**src/verilog/ctrl_pkg.sv**
```systemverilog
package ctrl_pkg;

	// ------------------------------------------------------------
	// Instruction fields
	// ------------------------------------------------------------
	localparam int INSTR_W  = 32;
	localparam int OPCODE_W = 6;
	localparam int FUNCT_W  = 6;

	typedef logic [INSTR_W-1:0]  instr_t;
	typedef logic [OPCODE_W-1:0] opcode_t;
	typedef logic [FUNCT_W-1:0]  funct_t;

	// Opcodes
	localparam opcode_t OP_RTYPE = 6'h00;
	localparam opcode_t OP_ADDI  = 6'h08;
	localparam opcode_t OP_MULI  = 6'h1d;
	localparam opcode_t OP_ANDI  = 6'h0c;
	localparam opcode_t OP_ORI   = 6'h0d;
	localparam opcode_t OP_LUI   = 6'h0f;
	localparam opcode_t OP_SLTI  = 6'h0a;
	localparam opcode_t OP_BEQ   = 6'h04;
	localparam opcode_t OP_BNE   = 6'h05;
	localparam opcode_t OP_LW    = 6'h23;
	localparam opcode_t OP_SW    = 6'h2b;
	localparam opcode_t OP_JMP   = 6'h02;
	localparam opcode_t OP_JAL   = 6'h03;

	// R-type funct codes
	localparam funct_t FN_ADD = 6'h20;
	localparam funct_t FN_SUB = 6'h22;
	localparam funct_t FN_MUL = 6'h2c;
	localparam funct_t FN_AND = 6'h24;
	localparam funct_t FN_OR  = 6'h25;
	localparam funct_t FN_NOR = 6'h27;
	localparam funct_t FN_SLT = 6'h2a;
	localparam funct_t FN_SLL = 6'h00;
	localparam funct_t FN_SRL = 6'h02;
	localparam funct_t FN_JR  = 6'h08;

	// ------------------------------------------------------------
	// Control encodings
	// ------------------------------------------------------------
	typedef enum logic [2:0] {
		PH_FETCH  = 3'd0,
		PH_DECODE = 3'd1,
		PH_EXE    = 3'd2,
		PH_MEM    = 3'd3,
		PH_WB     = 3'd4
	} phase_t;

	// ALU operation codes as the datapath ALU expects them
	typedef enum logic [4:0] {
		ALU_NONE = 5'd0,
		ALU_ADD  = 5'd1,
		ALU_SUB  = 5'd2,
		ALU_MUL  = 5'd3,
		ALU_SRL  = 5'd4,
		ALU_SLL  = 5'd5,
		ALU_AND  = 5'd6,
		ALU_OR   = 5'd7,
		ALU_NOR  = 5'd8,
		ALU_SLT  = 5'd9
	} alu_oprn_t;

	// ALU operand 2 source
	typedef enum logic [1:0] {
		OP2_RT       = 2'd0,
		OP2_SHAMT    = 2'd1,
		OP2_SIGN_IMM = 2'd2,
		OP2_ZERO_IMM = 2'd3
	} op2_sel_t;

	typedef enum logic [1:0] {
		PC_INC    = 2'd0,
		PC_BRANCH = 2'd1,
		PC_JUMP   = 2'd2,
		PC_REG    = 2'd3
	} pc_src_t;

	// Register file write address
	typedef enum logic [1:0] {
		WA_RD  = 2'd0,
		WA_RT  = 2'd1,
		WA_R31 = 2'd2
	} wa_sel_t;

	// Register file write data
	typedef enum logic [1:0] {
		WD_ALU       = 2'd0,
		WD_MEM       = 2'd1,
		WD_UPPER_IMM = 2'd2,
		WD_PC        = 2'd3
	} wd_sel_t;

	// ------------------------------------------------------------
	// Structs
	// ------------------------------------------------------------
	typedef struct packed {
		alu_oprn_t alu_oprn;
		op2_sel_t  op2_sel;
		logic      is_load;
		logic      is_store;
		logic      is_branch_eq;
		logic      is_branch_ne;
		logic      is_jump;
		logic      is_jr;
		logic      reg_write;
		wa_sel_t   wa_sel;
		wd_sel_t   wd_sel;
	} decoded_instr_t;

	typedef struct packed {
		logic      pc_load;
		pc_src_t   pc_src;
		logic      mem_read;
		logic      mem_write;
		logic      mem_addr_from_pc;
		logic      ir_load;
		logic      reg_read;
		logic      reg_write;
		wa_sel_t   wa_sel;
		wd_sel_t   wd_sel;
		op2_sel_t  op2_sel;
		alu_oprn_t alu_oprn;
	} ctrl_word_t;

	// No-operation, PC still advances in write-back
	localparam decoded_instr_t DECODED_NOP = '{
		alu_oprn:     ALU_NONE,
		op2_sel:      OP2_RT,
		is_load:      1'b0,
		is_store:     1'b0,
		is_branch_eq: 1'b0,
		is_branch_ne: 1'b0,
		is_jump:      1'b0,
		is_jr:        1'b0,
		reg_write:    1'b0,
		wa_sel:       WA_RD,
		wd_sel:       WD_ALU
	};

endpackage
```
**src/verilog/control_unit.sv**
```systemverilog
`timescale 1ns/1ps

module control_unit (
	input  logic                 CLK,
	input  logic                 rst_n,
	input  ctrl_pkg::instr_t     instruction,
	input  logic                 zero,
	output ctrl_pkg::ctrl_word_t ctrl,
	output ctrl_pkg::phase_t     phase
);

	// Decoder output and the copy held past DECODE
	ctrl_pkg::decoded_instr_t decoded;
	ctrl_pkg::decoded_instr_t held;

	instr_decoder u_decoder (
		.instruction (instruction),
		.decoded     (decoded)
	);

	phase_sequencer u_sequencer (
		.CLK     (CLK),
		.rst_n   (rst_n),
		.decoded (decoded),
		.phase   (phase),
		.held    (held)
	);

	// Combinational, valid in the same cycle as its phase
	ctrl_word_gen u_ctrl_gen (
		.phase (phase),
		.held  (held),
		.zero  (zero),
		.ctrl  (ctrl)
	);

endmodule

```
**src/verilog/ctrl_word_gen.sv**
```systemverilog
`timescale 1ns/1ps

module ctrl_word_gen (
	input  ctrl_pkg::phase_t         phase,
	input  ctrl_pkg::decoded_instr_t held,
	input  logic                     zero,
	output ctrl_pkg::ctrl_word_t     ctrl
);

	logic              branch_taken;
	ctrl_pkg::pc_src_t wb_pc_src;

	// ------------------------------------------------------------
	// Next-PC source for write-back
	// ------------------------------------------------------------
	// beq on equal, bne on not equal
	assign branch_taken = (held.is_branch_eq && zero) || (held.is_branch_ne && !zero);

	always_comb begin
		if (held.is_jr) begin
			wb_pc_src = ctrl_pkg::PC_REG;
		end else if (held.is_jump) begin
			wb_pc_src = ctrl_pkg::PC_JUMP;
		end else if (branch_taken) begin
			wb_pc_src = ctrl_pkg::PC_BRANCH;
		end else begin
			wb_pc_src = ctrl_pkg::PC_INC;
		end
	end

	// ------------------------------------------------------------
	// Control word per phase
	// ------------------------------------------------------------
	always_comb begin
		// Base word, instruction memory addressed by the PC
		ctrl.pc_load          = 1'b0;
		ctrl.pc_src           = ctrl_pkg::PC_INC;
		ctrl.mem_read         = 1'b1;
		ctrl.mem_write        = 1'b0;
		ctrl.mem_addr_from_pc = 1'b1;
		ctrl.ir_load          = 1'b0;
		ctrl.reg_read         = 1'b1;
		ctrl.reg_write        = 1'b0;
		ctrl.wa_sel           = ctrl_pkg::WA_RD;
		ctrl.wd_sel           = ctrl_pkg::WD_ALU;
		ctrl.op2_sel          = ctrl_pkg::OP2_RT;
		ctrl.alu_oprn         = ctrl_pkg::ALU_NONE;

		case (phase)
			// Load the instruction register
			ctrl_pkg::PH_FETCH: begin
				ctrl.ir_load = 1'b1;
			end
			// Register operands read, nothing else changes
			ctrl_pkg::PH_DECODE: ;
			// ALU set up from the held instruction
			ctrl_pkg::PH_EXE: begin
				ctrl.alu_oprn = held.alu_oprn;
				ctrl.op2_sel  = held.op2_sel;
			end
			ctrl_pkg::PH_MEM: begin
				// ALU result stays valid as the data address
				ctrl.alu_oprn = held.alu_oprn;
				ctrl.op2_sel  = held.op2_sel;
				if (held.is_load) begin
					ctrl.mem_addr_from_pc = 1'b0;
				end else if (held.is_store) begin
					ctrl.mem_read         = 1'b0;
					ctrl.mem_write        = 1'b1;
					ctrl.mem_addr_from_pc = 1'b0;
				end
			end
			ctrl_pkg::PH_WB: begin
				ctrl.alu_oprn  = held.alu_oprn;
				ctrl.op2_sel   = held.op2_sel;
				// PC update and register write-back
				ctrl.pc_load   = 1'b1;
				ctrl.pc_src    = wb_pc_src;
				ctrl.reg_write = held.reg_write;
				ctrl.wa_sel    = held.wa_sel;
				ctrl.wd_sel    = held.wd_sel;
				// R[rs] needed only as the jr target
				ctrl.reg_read  = held.is_jr;
			end
			default: ;
		endcase
	end

endmodule

```
**src/verilog/phase_sequencer.sv**
```systemverilog
`timescale 1ns/1ps

module phase_sequencer (
	input  logic                     CLK,
	input  logic                     rst_n,
	input  ctrl_pkg::decoded_instr_t decoded,
	output ctrl_pkg::phase_t         phase,
	output ctrl_pkg::decoded_instr_t held
);

	ctrl_pkg::phase_t next_phase;

	// ------------------------------------------------------------
	// Phase order
	// ------------------------------------------------------------
	always_comb begin
		case (phase)
			ctrl_pkg::PH_FETCH:  next_phase = ctrl_pkg::PH_DECODE;
			ctrl_pkg::PH_DECODE: next_phase = ctrl_pkg::PH_EXE;
			ctrl_pkg::PH_EXE:    next_phase = ctrl_pkg::PH_MEM;
			ctrl_pkg::PH_MEM:    next_phase = ctrl_pkg::PH_WB;
			// WB and stray encodings restart at fetch
			default:             next_phase = ctrl_pkg::PH_FETCH;
		endcase
	end

	always_ff @(posedge CLK) begin
		if (!rst_n) begin
			phase <= ctrl_pkg::PH_FETCH;
		end else begin
			phase <= next_phase;
		end
	end

	// ------------------------------------------------------------
	// Decoded instruction register
	// ------------------------------------------------------------
	// Captured on the edge that leaves DECODE
	// Held through EXE, MEM, WB and the next FETCH and DECODE
	always_ff @(posedge CLK) begin
		if (!rst_n) begin
			held <= ctrl_pkg::DECODED_NOP;
		end else if (phase == ctrl_pkg::PH_DECODE) begin
			held <= decoded;
		end
	end

endmodule

```
**src/verilog/instr_decoder.sv**
```systemverilog
`timescale 1ns/1ps

module instr_decoder (
	input  ctrl_pkg::instr_t         instruction,
	output ctrl_pkg::decoded_instr_t decoded
);

	ctrl_pkg::opcode_t opcode;
	ctrl_pkg::funct_t  funct;

	// Field split
	assign opcode = instruction[ctrl_pkg::INSTR_W-1 -: ctrl_pkg::OPCODE_W];
	assign funct  = instruction[ctrl_pkg::FUNCT_W-1:0];

	always_comb begin
		// Anything not listed below stays a no-operation
		decoded = ctrl_pkg::DECODED_NOP;
		case (opcode)
			// ------------------------------------------------------------
			// R-type, rd <= ALU result
			// ------------------------------------------------------------
			ctrl_pkg::OP_RTYPE: begin
				decoded.reg_write = 1'b1;
				case (funct)
					ctrl_pkg::FN_ADD: decoded.alu_oprn = ctrl_pkg::ALU_ADD;
					ctrl_pkg::FN_SUB: decoded.alu_oprn = ctrl_pkg::ALU_SUB;
					ctrl_pkg::FN_MUL: decoded.alu_oprn = ctrl_pkg::ALU_MUL;
					ctrl_pkg::FN_AND: decoded.alu_oprn = ctrl_pkg::ALU_AND;
					ctrl_pkg::FN_OR:  decoded.alu_oprn = ctrl_pkg::ALU_OR;
					ctrl_pkg::FN_NOR: decoded.alu_oprn = ctrl_pkg::ALU_NOR;
					ctrl_pkg::FN_SLT: decoded.alu_oprn = ctrl_pkg::ALU_SLT;
					// Shifts use shamt as operand 2
					ctrl_pkg::FN_SLL: begin
						decoded.alu_oprn = ctrl_pkg::ALU_SLL;
						decoded.op2_sel  = ctrl_pkg::OP2_SHAMT;
					end
					ctrl_pkg::FN_SRL: begin
						decoded.alu_oprn = ctrl_pkg::ALU_SRL;
						decoded.op2_sel  = ctrl_pkg::OP2_SHAMT;
					end
					// PC <= R[rs], no register write
					ctrl_pkg::FN_JR: begin
						decoded.reg_write = 1'b0;
						decoded.is_jr     = 1'b1;
					end
					default: decoded.reg_write = 1'b0;
				endcase
			end
			// ------------------------------------------------------------
			// I-type ALU, rt <= ALU result
			// ------------------------------------------------------------
			ctrl_pkg::OP_ADDI, ctrl_pkg::OP_MULI, ctrl_pkg::OP_SLTI,
			ctrl_pkg::OP_ANDI, ctrl_pkg::OP_ORI: begin
				decoded.reg_write = 1'b1;
				decoded.wa_sel    = ctrl_pkg::WA_RT;
				decoded.op2_sel   = ctrl_pkg::OP2_SIGN_IMM;
				case (opcode)
					ctrl_pkg::OP_ADDI: decoded.alu_oprn = ctrl_pkg::ALU_ADD;
					ctrl_pkg::OP_MULI: decoded.alu_oprn = ctrl_pkg::ALU_MUL;
					ctrl_pkg::OP_SLTI: decoded.alu_oprn = ctrl_pkg::ALU_SLT;
					// Logical immediates are zero extended
					ctrl_pkg::OP_ANDI: begin
						decoded.alu_oprn = ctrl_pkg::ALU_AND;
						decoded.op2_sel  = ctrl_pkg::OP2_ZERO_IMM;
					end
					default: begin
						decoded.alu_oprn = ctrl_pkg::ALU_OR;
						decoded.op2_sel  = ctrl_pkg::OP2_ZERO_IMM;
					end
				endcase
			end
			// rt <= {imm, 16'b0}, ALU idle
			ctrl_pkg::OP_LUI: begin
				decoded.op2_sel   = ctrl_pkg::OP2_SIGN_IMM;
				decoded.reg_write = 1'b1;
				decoded.wa_sel    = ctrl_pkg::WA_RT;
				decoded.wd_sel    = ctrl_pkg::WD_UPPER_IMM;
			end
			// ------------------------------------------------------------
			// Memory, address = R[rs] + sign-extended imm
			// ------------------------------------------------------------
			ctrl_pkg::OP_LW: begin
				decoded.alu_oprn  = ctrl_pkg::ALU_ADD;
				decoded.op2_sel   = ctrl_pkg::OP2_SIGN_IMM;
				decoded.is_load   = 1'b1;
				decoded.reg_write = 1'b1;
				decoded.wa_sel    = ctrl_pkg::WA_RT;
				decoded.wd_sel    = ctrl_pkg::WD_MEM;
			end
			ctrl_pkg::OP_SW: begin
				decoded.alu_oprn = ctrl_pkg::ALU_ADD;
				decoded.op2_sel  = ctrl_pkg::OP2_SIGN_IMM;
				decoded.is_store = 1'b1;
			end
			// Branches compare R[rs] - R[rt] through the zero flag
			ctrl_pkg::OP_BEQ: begin
				decoded.alu_oprn     = ctrl_pkg::ALU_SUB;
				decoded.is_branch_eq = 1'b1;
			end
			ctrl_pkg::OP_BNE: begin
				decoded.alu_oprn     = ctrl_pkg::ALU_SUB;
				decoded.is_branch_ne = 1'b1;
			end
			// Jumps
			ctrl_pkg::OP_JMP: decoded.is_jump = 1'b1;
			ctrl_pkg::OP_JAL: begin
				decoded.is_jump   = 1'b1;
				decoded.reg_write = 1'b1;
				decoded.wa_sel    = ctrl_pkg::WA_R31;
				decoded.wd_sel    = ctrl_pkg::WD_PC;
			end
			default: ;
		endcase
	end

endmodule

```
**config.mk**
```make
export PLATFORM = sky130hd
export DESIGN_NAME = control_unit
export DESIGN_NICKNAME = d
export VERILOG_FILES = /design/src/verilog/ctrl_pkg.sv /design/src/verilog/control_unit.sv /design/src/verilog/ctrl_word_gen.sv /design/src/verilog/phase_sequencer.sv /design/src/verilog/instr_decoder.sv
export SDC_FILE = /design/constraint.sdc
export NUM_CORES = 1
export LEC_CHECK = 0
export ABC_CLOCK_PERIOD_IN_PS = 1900
export BUFFER_PORTS_ARGS = -buffer_cell sky130_fd_sc_hd__buf_2
export CORE_ASPECT_RATIO = 0.75
export CORE_MARGIN = 2
export CORE_UTILIZATION = 30
export DETAILED_ROUTE_END_ITERATION = 7
export GPL_ROUTABILITY_DRIVEN = 0
export HOLD_SLACK_MARGIN = 0.08
export MAX_ROUTING_LAYER = met4
export PLACE_DENSITY = 0.67
export SYNTH_ARGS = -nofsm -noshare
export SYNTH_HDL_FRONTEND = slang
export SYNTH_SLANG_ARGS = --single-unit
```
**constraint.sdc**
```tcl
create_clock -name CLK -period 1.9 [get_ports CLK]
set_input_delay 0.38 -clock CLK [delete_from_list [all_inputs] [get_ports CLK]]
set_output_delay 0.38 -clock CLK [all_outputs]
set_load 0.02 [all_outputs]
```
Word-level counts from Yosys, hierarchy flattened
Cells that the tools add are included.
- equal/unequal tests: 25
- muxes and demuxes: 29
- reduce and logical (&&, ||, !) cells: 18
- operator list (cell ; count):
    $eq A6 B6 Y1 const B ; 9
    $eq A6 B4 Y1 const B ; 6
    $pmux W4 S9 ; 1
    $pmux W4 S4 ; 2
    $eq A6 B2 Y1 const B ; 3
    $mux W1 ; 13
    $eq A6 B3 Y1 const B ; 2
    $logic_not A6 Y1 ; 2
    $pmux W2 S3 ; 2
    $pmux W3 S4 ; 1
    $mux W3 ; 3
    $reduce_or A3 Y1 ; 3
    $reduce_or A9 Y1 ; 1
    $reduce_or A2 Y1 ; 4
    $reduce_or A8 Y1 ; 1
    $mux W7 ; 1
    $reduce_or A7 Y1 ; 1
    $eq A3 B2 Y1 const B ; 2
    $eq A6 B5 Y1 const B ; 1
    $mux W2 ; 3
    $mux W6 ; 1
    $reduce_or A5 Y1 ; 1
    $pmux W2 S2 ; 1
    $eq A3 B1 Y1 const B ; 1
    6 further kinds ; 7
- bits in registers: 21
- input bits: 35
- word-level logic and storage cells: 84

Depth between registers and ports, before layout
Gate-level depths: netlist of run 1.
- depth in word-level cells: 7
- depth in mapped cells: 7
- gate-level depth less buffers: 4

Modules after synthesis
From an unflattened synthesis of run 1, not the netlist that was laid out.
- cell total of the unflattened synthesis: 191
- area total of the unflattened synthesis: 1542.7 µm²
- modules (own cells, without submodules) (module ; instances ; cells each ; area an instance (µm²)):
    phase_sequencer ; 1 ; 88 ; 828.3
    instr_decoder ; 1 ; 75 ; 519.2
    ctrl_word_gen ; 1 ; 28 ; 195.2

Worst setup path before layout of run 1
No wires, ideal clock.
- kind: register to output
- start: register u_sequencer.phase[2]
- end: output ctrl[0] (netlist name)
- data arrival time: 1.705 ns
- required time: 1.520 ns
- setup slack: -0.185 ns
- stages on the path, launching flop included: 5
- path buffers: 0
- path through: dfxtp_1 -> inv_1 -> nor3_2 -> a21oi_1 -> nor2b_1
- RTL lines (what ; line ; RTL):
    start, declared ; phase_sequencer.sv:7 ; output ctrl_pkg::phase_t phase,
    start signal, assigned ; phase_sequencer.sv:29 ; phase <= ctrl_pkg::PH_FETCH;
    start signal, assigned ; phase_sequencer.sv:31 ; phase <= next_phase;
    end, declared ; control_unit.sv:8 ; output ctrl_pkg::ctrl_word_t ctrl,

==> results.md, run 1 <==
* CTS Buf Count at 3
* Fin nets at 242
* Initial antenna violation count at 0
* Mapped Area at 0.001294 sq mm
* Vias post-DR at 1,325
* Maximum clock rate at 552.4 MHz
* # port buffers at 36
* Clock power share at 0.391
* Switching power at 0.2866 mW
* CP endpoint kind: primary output
* Clock buffer depth at 2
* DRC Markers at 0
* Final max-slew violation count at 0
* Clock sinks at 20
* Post-synth EDFFs at 0
* Pin count of the biggest net entering global routing at 21
* Clock latency on the worst-skew pair at 0.26 ns
* Combinational power share at 0.198
* Synth unique cells at 46
* Total gr overflow at 0
* Post-synth ARST share at 0
* Flop pwr share at 0.411
* I/O Pins at 58
* Detail Route Antenna Nets at 0
* Post-Syn Area per Cell at 7.566 sq um
* Flop and latch count out of synthesis at 20
* Core area at 0.004104 sq mm
* LEAKAGE at 0.6602 nW
* Ys Warns at 0
* Sum of negative setup slack at 0 ns
* Die width at 79.83 microns
* Area growth syn-to-layout at 26.89%
* End-of-flow core utilization at 0.4000
* GRT Resource Usage Total at 0.1471
* Routed wl met2 at 1.389 mm
* First-pass GRT wire length at 5.416 mm
* Crit Path Category: reg -> out
* Die area at 0.004859 sq mm
* Post-Synthesis Cells at 171
* Top sig layer: met3
* Met1 WL at 1.711 mm
* Share of layout cells above drive strength 1 at 0.2767
* Most used DFF post-synth: dfxtp_1
* Drt wl/cell at 12.55 microns
* DPL Wire Length at 2.477 mm
* Tcrit/Tclk final at 0.9528
* Clk slew on worst S/H paths at 0.08 ns
* Critical Path Fanout Max at 8
* Most frequent cells in the layout: buf_2 (33), dfxtp_1 (19), nand2_1 (13), buf_4 (13), nor2b_1 (11)
* Sw Ratio at 0.2630
* Starting Density at 0.3152
* Routed met3 length at 175 microns
* Initial drt markers at 61
* Final setup viols at 0
* ANT cells at 0
* Outcome: complete, no violations
* Final hold viol count at 0
* H-tree depth at 1
* Max Clock Skew at 0.002940 ns
* Detailed Routing Iterations Pass 1 at 4
* Final wirelength at 3.275 mm
* Power per cell area at 663.8 mW/mm^2
* Cts hold-fix bufs at 0
* Synthesized Nets at 206
* Crit path DAT at 1.43 ns
* Hold crit path type: in -> reg
* Row cnt at 20
* Vias in the first global route at 1,159
* Crit path launch type: flop
* CTS Root Cell: clkbuf_8
* CP required at 1.52 ns
* Maximum vdd drop at 0.4496 mV
* Final Critical Period at 1.810 ns
* Postcts setup bufs at 0
* Vias per cell at 5.077
* CTS tree: yes
* Max_cap viols at 0
* Die Y at 60.87 microns
* Commonest non-fill, non-tap cell in the layout: buf_2
* Register area share after synthesis at 0.3095
* Int Pwr at 0.8031 mW
## registers in the layout, summed over array words and instances (netlist names)
name               count
u_sequencer.phase      3
u_sequencer.held      17
## routing by layer
layer | global-route usage | up-vias
met1 | 0.2103 | 613
li1 | - | 682
met4 | 0.01937 | 0
met2 | 0.2137 | 30
met5 | - | -
met3 | 0.03869 | 0
## cell families after synthesis
family | after synthesis | share of synthesized area
muxes | 1 | 0.007737
DFF | 20 | 0.3095
buffers and inverters | 20 | 0.06286
and+or+nand+nor | 82 | 0.3675
other | 1 | 0.002899
AOI/OAI and AO/OA | 44 | 0.2292
xor gates and xnor gates | 3 | 0.02031
## worst paths after layout
path | startpoint | endpoint | slack (ns) | depth (start not counted)
max reg2reg | u_sequencer.phase[1]$_SDFF_PN0_ | u_sequencer.held[5]$_SDFFE_PN0P_ | 0.30 | 5
min reg2reg | u_sequencer.held[3]$_SDFFE_PN0P_ | u_sequencer.held[3]$_SDFFE_PN0P_ | 0.46 | 2
max | u_sequencer.phase[1]$_SDFF_PN0_ | ctrl[0] | 0.09 | 5
min | instruction[27] | u_sequencer.held[6]$_SDFFE_PN0P_ | 0.46 | 3
## synth_stat cells, types with 3 or more instances
cell type | n | area share
nand2b_1 | 6 | 0.029
nand4_1 | 3 | 0.015
nor2_1 | 9 | 0.026
dfxtp_1 | 20 | 0.31
and2_1 | 8 | 0.039
inv_1 | 5 | 0.015
or3_1 | 3 | 0.015
clkbuf_1 | 12 | 0.035
o21ai_0 | 8 | 0.031
a21oi_1 | 6 | 0.023
nor2b_1 | 11 | 0.053
o21a_1 | 4 | 0.023
a31oi_1 | 4 | 0.019
nand3_1 | 7 | 0.027
a21boi_0 | 7 | 0.041
o31ai_1 | 4 | 0.023
nand3b_1 | 3 | 0.017
nor3_1 | 4 | 0.015
nand2_1 | 13 | 0.038
## critical path, cell delays in order, from the launching register on
cell     delay, ns
dfxtp_1       0.40
nor3_4        0.22
a21oi_1       0.06
buf_4         0.17
nor2b_1       0.14
buf_4         0.16
## layout make-up
| type | count | area, sq um |
|---|---|---|
| Clock inverter | 1 | 30.03 |
| Tap cell | 55 | 68.82 |
| Clock buffer | 3 | 41.29 |
| Sequential cell | 20 | 401.6 |
| Fill cell | 431 | 2462 |
| Inverter | 5 | 18.77 |
| Timing Repair Buffer | 46 | 262.8 |
| Multi-Input combinational cell | 131 | 818.3 |
## power by group through the flow
stage               clock network [mW]  logic (mW)  registers [mW]
floorplan                            0       0.140           0.456
CTS                              0.435       0.215           0.447
global placement                     0       0.211           0.457
detailed placement                   0       0.214           0.457
finish                           0.426       0.216           0.447
global route                     0.453       0.241           0.450
## metrics by stage
stage	instances	setup slack (ns)	power (mW)	instance area (sq um)	hold WS, ns
5_1_grt	261	-0.006417	1.144	1642	0.4756
6_report	261	0.08959	1.090	1642	0.4556
3_5_place_dp	257	0.09254	0.6712	1562	0.4574
3_3_place_gp	257	0.08687	0.6677	1562	0.4505
4_1_cts	261	0.05831	1.097	1634	0.4563
2_1_floorplan	171	-0.01172	0.5961	1300	0.4358
## timing repair
| action | CTS | global route |
|---|---|---|
| gates resized for setup | 1 | 4 |
| endpoints found under the setup margin | 1 | 5 |
| gates cloned | 0 | 0 |
Power figures use the tool's default switching activity.
==> run 2: changes to the inputs <==
--- a/config.mk
+++ b/config.mk
@@ -8,13 +8,14 @@
 export ABC_CLOCK_PERIOD_IN_PS = 1900
 export BUFFER_PORTS_ARGS = -buffer_cell sky130_fd_sc_hd__buf_2
 export CORE_ASPECT_RATIO = 0.75
-export CORE_MARGIN = 2
+export CORE_MARGIN = 5
 export CORE_UTILIZATION = 30
 export DETAILED_ROUTE_END_ITERATION = 7
 export GPL_ROUTABILITY_DRIVEN = 0
 export HOLD_SLACK_MARGIN = 0.08
 export MAX_ROUTING_LAYER = met4
 export PLACE_DENSITY = 0.67
+export SLEW_MARGIN = 40
 export SYNTH_ARGS = -nofsm -noshare
 export SYNTH_HDL_FRONTEND = slang
 export SYNTH_SLANG_ARGS = --single-unit
==> results.md, run 2 (synthesized netlist as in run 1, its figures left out) <==
* Postcts setup bufs at 0
* I/O Pins at 58
* Clock buffer depth at 2
* Sw Ratio at 0.2772
* Core area at 0.004104 sq mm
* Vias in the first global route at 1,154
* Cts hold-fix bufs at 0
* Detailed Routing Iterations Pass 1 at 6
* Max incr delay on CP at 0.36 ns
* End-of-flow core utilization at 0.3979
* Vias post-DR at 1,309
* Outcome: complete, no violations
* Fin area at 0.001633 sq mm
* Placed Area at 0.001569 sq mm
* GRT Resource Usage Total at 0.1249
* Flop pwr share at 0.457
* Vias per cell at 4.996
* Fin nets at 243
* Commonest non-fill, non-tap cell in the layout: buf_2
* DRC Markers at 0
* H-tree depth at 1
* Top flop regs: u_sequencer.held: 17 flops, u_sequencer.phase: 3 flops
* Final wirelength at 3.341 mm
* Crit path launch type: flop
* Area occupied by multi-input gates at 818.3 sq um
* Power per cell area at 599.6 mW/mm^2
* Clock sinks at 20
* Max_cap viols at 0
* Detail Route Antenna Nets at 0
* CP max stage cell: dfxtp_2
* Total gr overflow at 0
* Drt wl/cell at 12.75 microns
* Final Critical Period at 1.785 ns
* Setup WS pre-CTS at 0.06967 ns
* Post-cts gate resize count at 0
* Starting Density at 0.3152
* CTS Buf Count at 3
* Critical Path Fanout Max at 6
* Final setup viols at 0
* Top reg by flops: u_sequencer.held
* Most Frequent Cell on Critical Path: buf_4
* Die area at 0.005739 sq mm
* CTS tree: yes
* Initial drt markers at 86
* Family with the most delay on the worst path: buffers and inverters
* Tcrit/Tclk final at 0.9396
* Switching power at 0.2714 mW
* Max Clock Skew at 0.001642 ns
* Hold crit path type: reg -> reg
* Register area at 401.6 sq um
* Initial antenna violation count at 0
* Die Y at 66.87 microns
* Total Power at 0.9790 mW
* # port buffers at 36
* Int Pwr at 0.7076 mW
* Row cnt at 20
* CP endpoint kind: primary output
* Final hold viol count at 0
* Clock latency on the worst-skew pair at 0.25 ns
* Pin count of the biggest net entering global routing at 21
* Sum of negative setup slack at 0 ns
* Final WS setup at 0.1148 ns
* DPL Wire Length at 2.574 mm
* CP required at 1.52 ns
* Crit Path Category: reg -> out
* Clock power share at 0.321
* LEAKAGE at 0.6577 nW
* Most frequent cells in the layout: buf_2 (33), dfxtp_1 (19), buf_4 (14)
* Die width at 85.83 microns
* Maximum vdd drop at 0.3169 mV
* Final max-slew violation count at 0
* Buf/Inv on CP at 3
* First-pass GRT wire length at 5.589 mm
* Share of layout cells above drive strength 1 at 0.2754
* Combinational power share at 0.221
* CTS Root Cell: clkbuf_8
* R2R setup slack at 0.31 ns
* # fillers at 462
* CP Cell Sequence: inv_1 -> nor3_4 -> a21oi_1 -> buf_4 -> nor2b_1 -> buf_4
* Crit path DAT at 1.41 ns
* ANT cells at 0
* Clk slew on worst S/H paths at 0.07 ns
* Maximum clock rate at 560.2 MHz
* Area growth syn-to-layout at 26.21%
* Max reg flops at 17
* Unrepaired setup endpoints after global routing: true
## run 2: path summary, 6_finish.rpt
kind,from,endpoint,cells past startpoint
max,u_sequencer.phase[2]$_SDFF_PN0_,ctrl[6],6
min,u_sequencer.held[7]$_SDFFE_PN0P_,u_sequencer.held[7]$_SDFFE_PN0P_,2
max reg2reg,u_sequencer.phase[1]$_SDFF_PN0_,u_sequencer.held[5]$_SDFFE_PN0P_,5
min reg2reg,u_sequencer.held[7]$_SDFFE_PN0P_,u_sequencer.held[7]$_SDFFE_PN0P_,2
## run 2: power by group through the flow
stage | Combinational, mW | Clock [mW] | Sequential [mW]
after floorplan | 0.140 | 0 | 0.456
after detailed placement | 0.216 | 0 | 0.457
final | 0.217 | 0.315 | 0.447
after global placement | 0.213 | 0 | 0.457
after CTS | 0.217 | 0.325 | 0.447
after global routing | 0.241 | 0.347 | 0.450
## run 2: per-stage QoR
stage / hold WS (ns) / cells
floorplan: 0.4358 / 171
global placement: 0.4536 / 258
detailed placement: 0.4563 / 258
CTS: 0.4662 / 262
global route: 0.4930 / 262
finish: 0.4622 / 262
## run 2: cell type report
cell class              count  share of cell area
multi-input cells         131              0.5011
repair buffers             47              0.1655
inverters                   5             0.01149
clock buffers               4             0.03372
well taps                  55             0.04215
flip-flops and latches     20              0.2460
## run 2: routing by layer
metal,up-vias,GRT usage,share of wire
met5,-,-,0
met4,0,0.01779,0
met3,0,0.03090,0.056
met2,32,0.1744,0.42
met1,596,0.1834,0.53
li1,681,-,-
## run 2: worst min-delay path, stage by stage (launching register included)
cell,delay [ns]
dfxtp_1,0.31
nand2_1,0.05
a21boi_0,0.06
==> run 3: changes to the inputs <==
--- a/config.mk
+++ b/config.mk
@@ -9,12 +9,13 @@
 export BUFFER_PORTS_ARGS = -buffer_cell sky130_fd_sc_hd__buf_2
 export CORE_ASPECT_RATIO = 0.75
 export CORE_MARGIN = 5
-export CORE_UTILIZATION = 30
+export CORE_UTILIZATION = 32
+export CTS_BUF_LIST = sky130_fd_sc_hd__clkbuf_16
 export DETAILED_ROUTE_END_ITERATION = 7
 export GPL_ROUTABILITY_DRIVEN = 0
 export HOLD_SLACK_MARGIN = 0.08
 export MAX_ROUTING_LAYER = met4
-export PLACE_DENSITY = 0.67
+export PLACE_DENSITY = 0.7
 export SLEW_MARGIN = 40
 export SYNTH_ARGS = -nofsm -noshare
 export SYNTH_HDL_FRONTEND = slang
==> results.md, run 3 (synthesized netlist as in run 1, its figures left out) <==
* Outcome: complete, no violations
* CP endpoint kind: primary output
* End-of-flow core utilization at 0.4116
* Die area at 0.005428 sq mm
* Critical Path Fanout Max at 6
* Final hold viol count at 0
* Die width at 83.42 microns
* Share of layout cells above drive strength 1 at 0.2683
* CP required at 1.52 ns
* GRT Resource Usage Total at 0.1194
* Crit path launch type: flop
* Min-delay src: u_sequencer.held[14]$_SDFFE_PN0P_
* # port buffers at 36
* Clock sinks at 20
* Vias per cell at 4.985
* Buf/Inv on CP at 3
* CTS Root Cell: clkbuf_16
* Worst r2r path cells at 5
* Family with the most delay on the worst path: buffers and inverters
* R2R setup slack at 0.29 ns
* Final wirelength at 3.174 mm
* CTS Buf Count at 3
* Final setup viols at 0
* Final WS setup at 0.1037 ns
* DRC Markers at 0
* I/O Pins at 58
* DP Cell Count at 257
* CTS tree: yes
* Max incr delay on CP at 0.35 ns
* CP max stage cell: dfxtp_2
* Final max-slew violation count at 0
* Clk slew on worst S/H paths at 0.05 ns
* Initial antenna violation count at 0
* Detail Route Antenna Nets at 0
* ANT cells at 0
* First-pass GRT wire length at 5.285 mm
* H-tree depth at 1
* Maximum vdd drop at 0.4502 mV
* Hold Crit Depth at 2
* LEAKAGE at 0.6618 nW
* Vias post-DR at 1,296
* Top flop regs: u_sequencer.held: 17 flops, u_sequencer.phase: 3 flops
* Setup WS pre-CTS at 0.07297 ns
* Final std cells w/o fill at 260
* Total gr overflow at 0
* Fin nets at 242
* Top reg by flops: u_sequencer.held
* Initial drt markers at 45
* # fillers at 414
* Final Critical Period at 1.796 ns
* Area growth syn-to-layout at 26.60%
* Row cnt at 20
* Crit path DAT at 1.42 ns
* Hold Path End: u_sequencer.held[14]$_SDFFE_PN0P_
* Crit Path Category: reg -> out
* Drt wl/cell at 12.21 microns
* Sum of negative setup slack at 0 ns
* Maximum clock rate at 556.7 MHz
* Most frequent cells in the layout: buf_2 (36), dfxtp_1 (19), nand2_1 (13)
* Core area at 0.003979 sq mm
* CP Cell Sequence: inv_1 -> nor3_4 -> a21oi_1 -> buf_4 -> nor2b_1 -> buf_2
* Max Clock Skew at 0.002859 ns
* Placed Area at 0.001562 sq mm
* Max_cap viols at 0
* Detailed Routing Iterations Pass 1 at 4
* Starting Density at 0.3252
* Reg2Reg Capture Point: u_sequencer.held[8]$_SDFFE_PN0P_
* Max reg flops at 17
* Power per cell area at 653.0 mW/mm^2
* Postcts setup bufs at 0
* Unrepaired setup endpoints after global routing: false
* Commonest non-fill, non-tap cell in the layout: buf_2
* Clock latency on the worst-skew pair at 0.24 ns
* Vias in the first global route at 1,159
* R2R Path Start: u_sequencer.phase[1]$_SDFF_PN0_
* Pin count of the biggest net entering global routing at 21
* Die Y at 65.07 microns
* Fin area at 0.001638 sq mm
* Hold crit path type: reg -> reg
* Clock buffer depth at 2
* Tcrit/Tclk final at 0.9454
* DPL Wire Length at 2.475 mm
-- run 3: final cells by class --
class / instances / area, sq um / share of cell area
sequential: 20 / 401.6 / 0.2452
multi-input combinational: 131 / 818.3 / 0.4996
inverter: 5 / 18.77 / 0.01146
timing repair buffer: 46 / 255.2 / 0.1558
tap: 55 / 68.82 / 0.04202
clock buffer: 3 / 75.07 / 0.04584
-- run 3: worst min-delay path, delay by kind of cell, from the launching register on --
family / cells / cell delay, ns
flip-flops: 1 / 0.31
AND/OR/NAND/NOR: 1 / 0.06
AO/OA/AOI/OAI: 1 / 0.06
-- run 3: repair_timing --
item / in CTS / in global routing
hold buffers: 0 / 0
setup endpoints to repair: 0 / 5
gates resized for setup: 0 / 1
-- run 3: where the power goes --
part / total (mW) / internal, mW / switching [mW]
Clock: 0.410 / 0.276 / 0.134
Combinational: 0.210 / 0.0851 / 0.125
Sequential: 0.449 / 0.436 / 0.0132
Total: 1.07 / 0.797 / 0.272
-- run 3: layer usage --
layer | share of wire | up-vias | track usage
met3 | 0.055 | 2 | 0.03431
met1 | 0.52 | 581 | 0.1706
met5 | 0 | - | -
li1 | - | 682 | -
met2 | 0.42 | 31 | 0.1700
met4 | 0.0072 | 0 | 0.01807
-- run 3: how the worst max path moves through the flow --
stage,from,end,cells after the start
floorplan,u_sequencer.phase[2]$_SDFF_PN0_,ctrl[0],4
global placement,instruction[26],u_sequencer.held[11]$_SDFFE_PN0P_,4
detailed placement,instruction[26],u_sequencer.held[11]$_SDFFE_PN0P_,4
CTS,u_sequencer.phase[2]$_SDFF_PN0_,ctrl[0],6
global route,u_sequencer.phase[2]$_SDFF_PN0_,ctrl[0],6
finish,u_sequencer.phase[2]$_SDFF_PN0_,ctrl[0],6
-- run 3: stage by stage --
step	hold WS, ns	power (mW)
after detailed placement	0.4574	0.6679
after global placement	0.4502	0.6641
final	0.4611	1.070
after floorplan	0.4358	0.5961
after CTS	0.4674	1.078
after global routing	0.4907	1.124
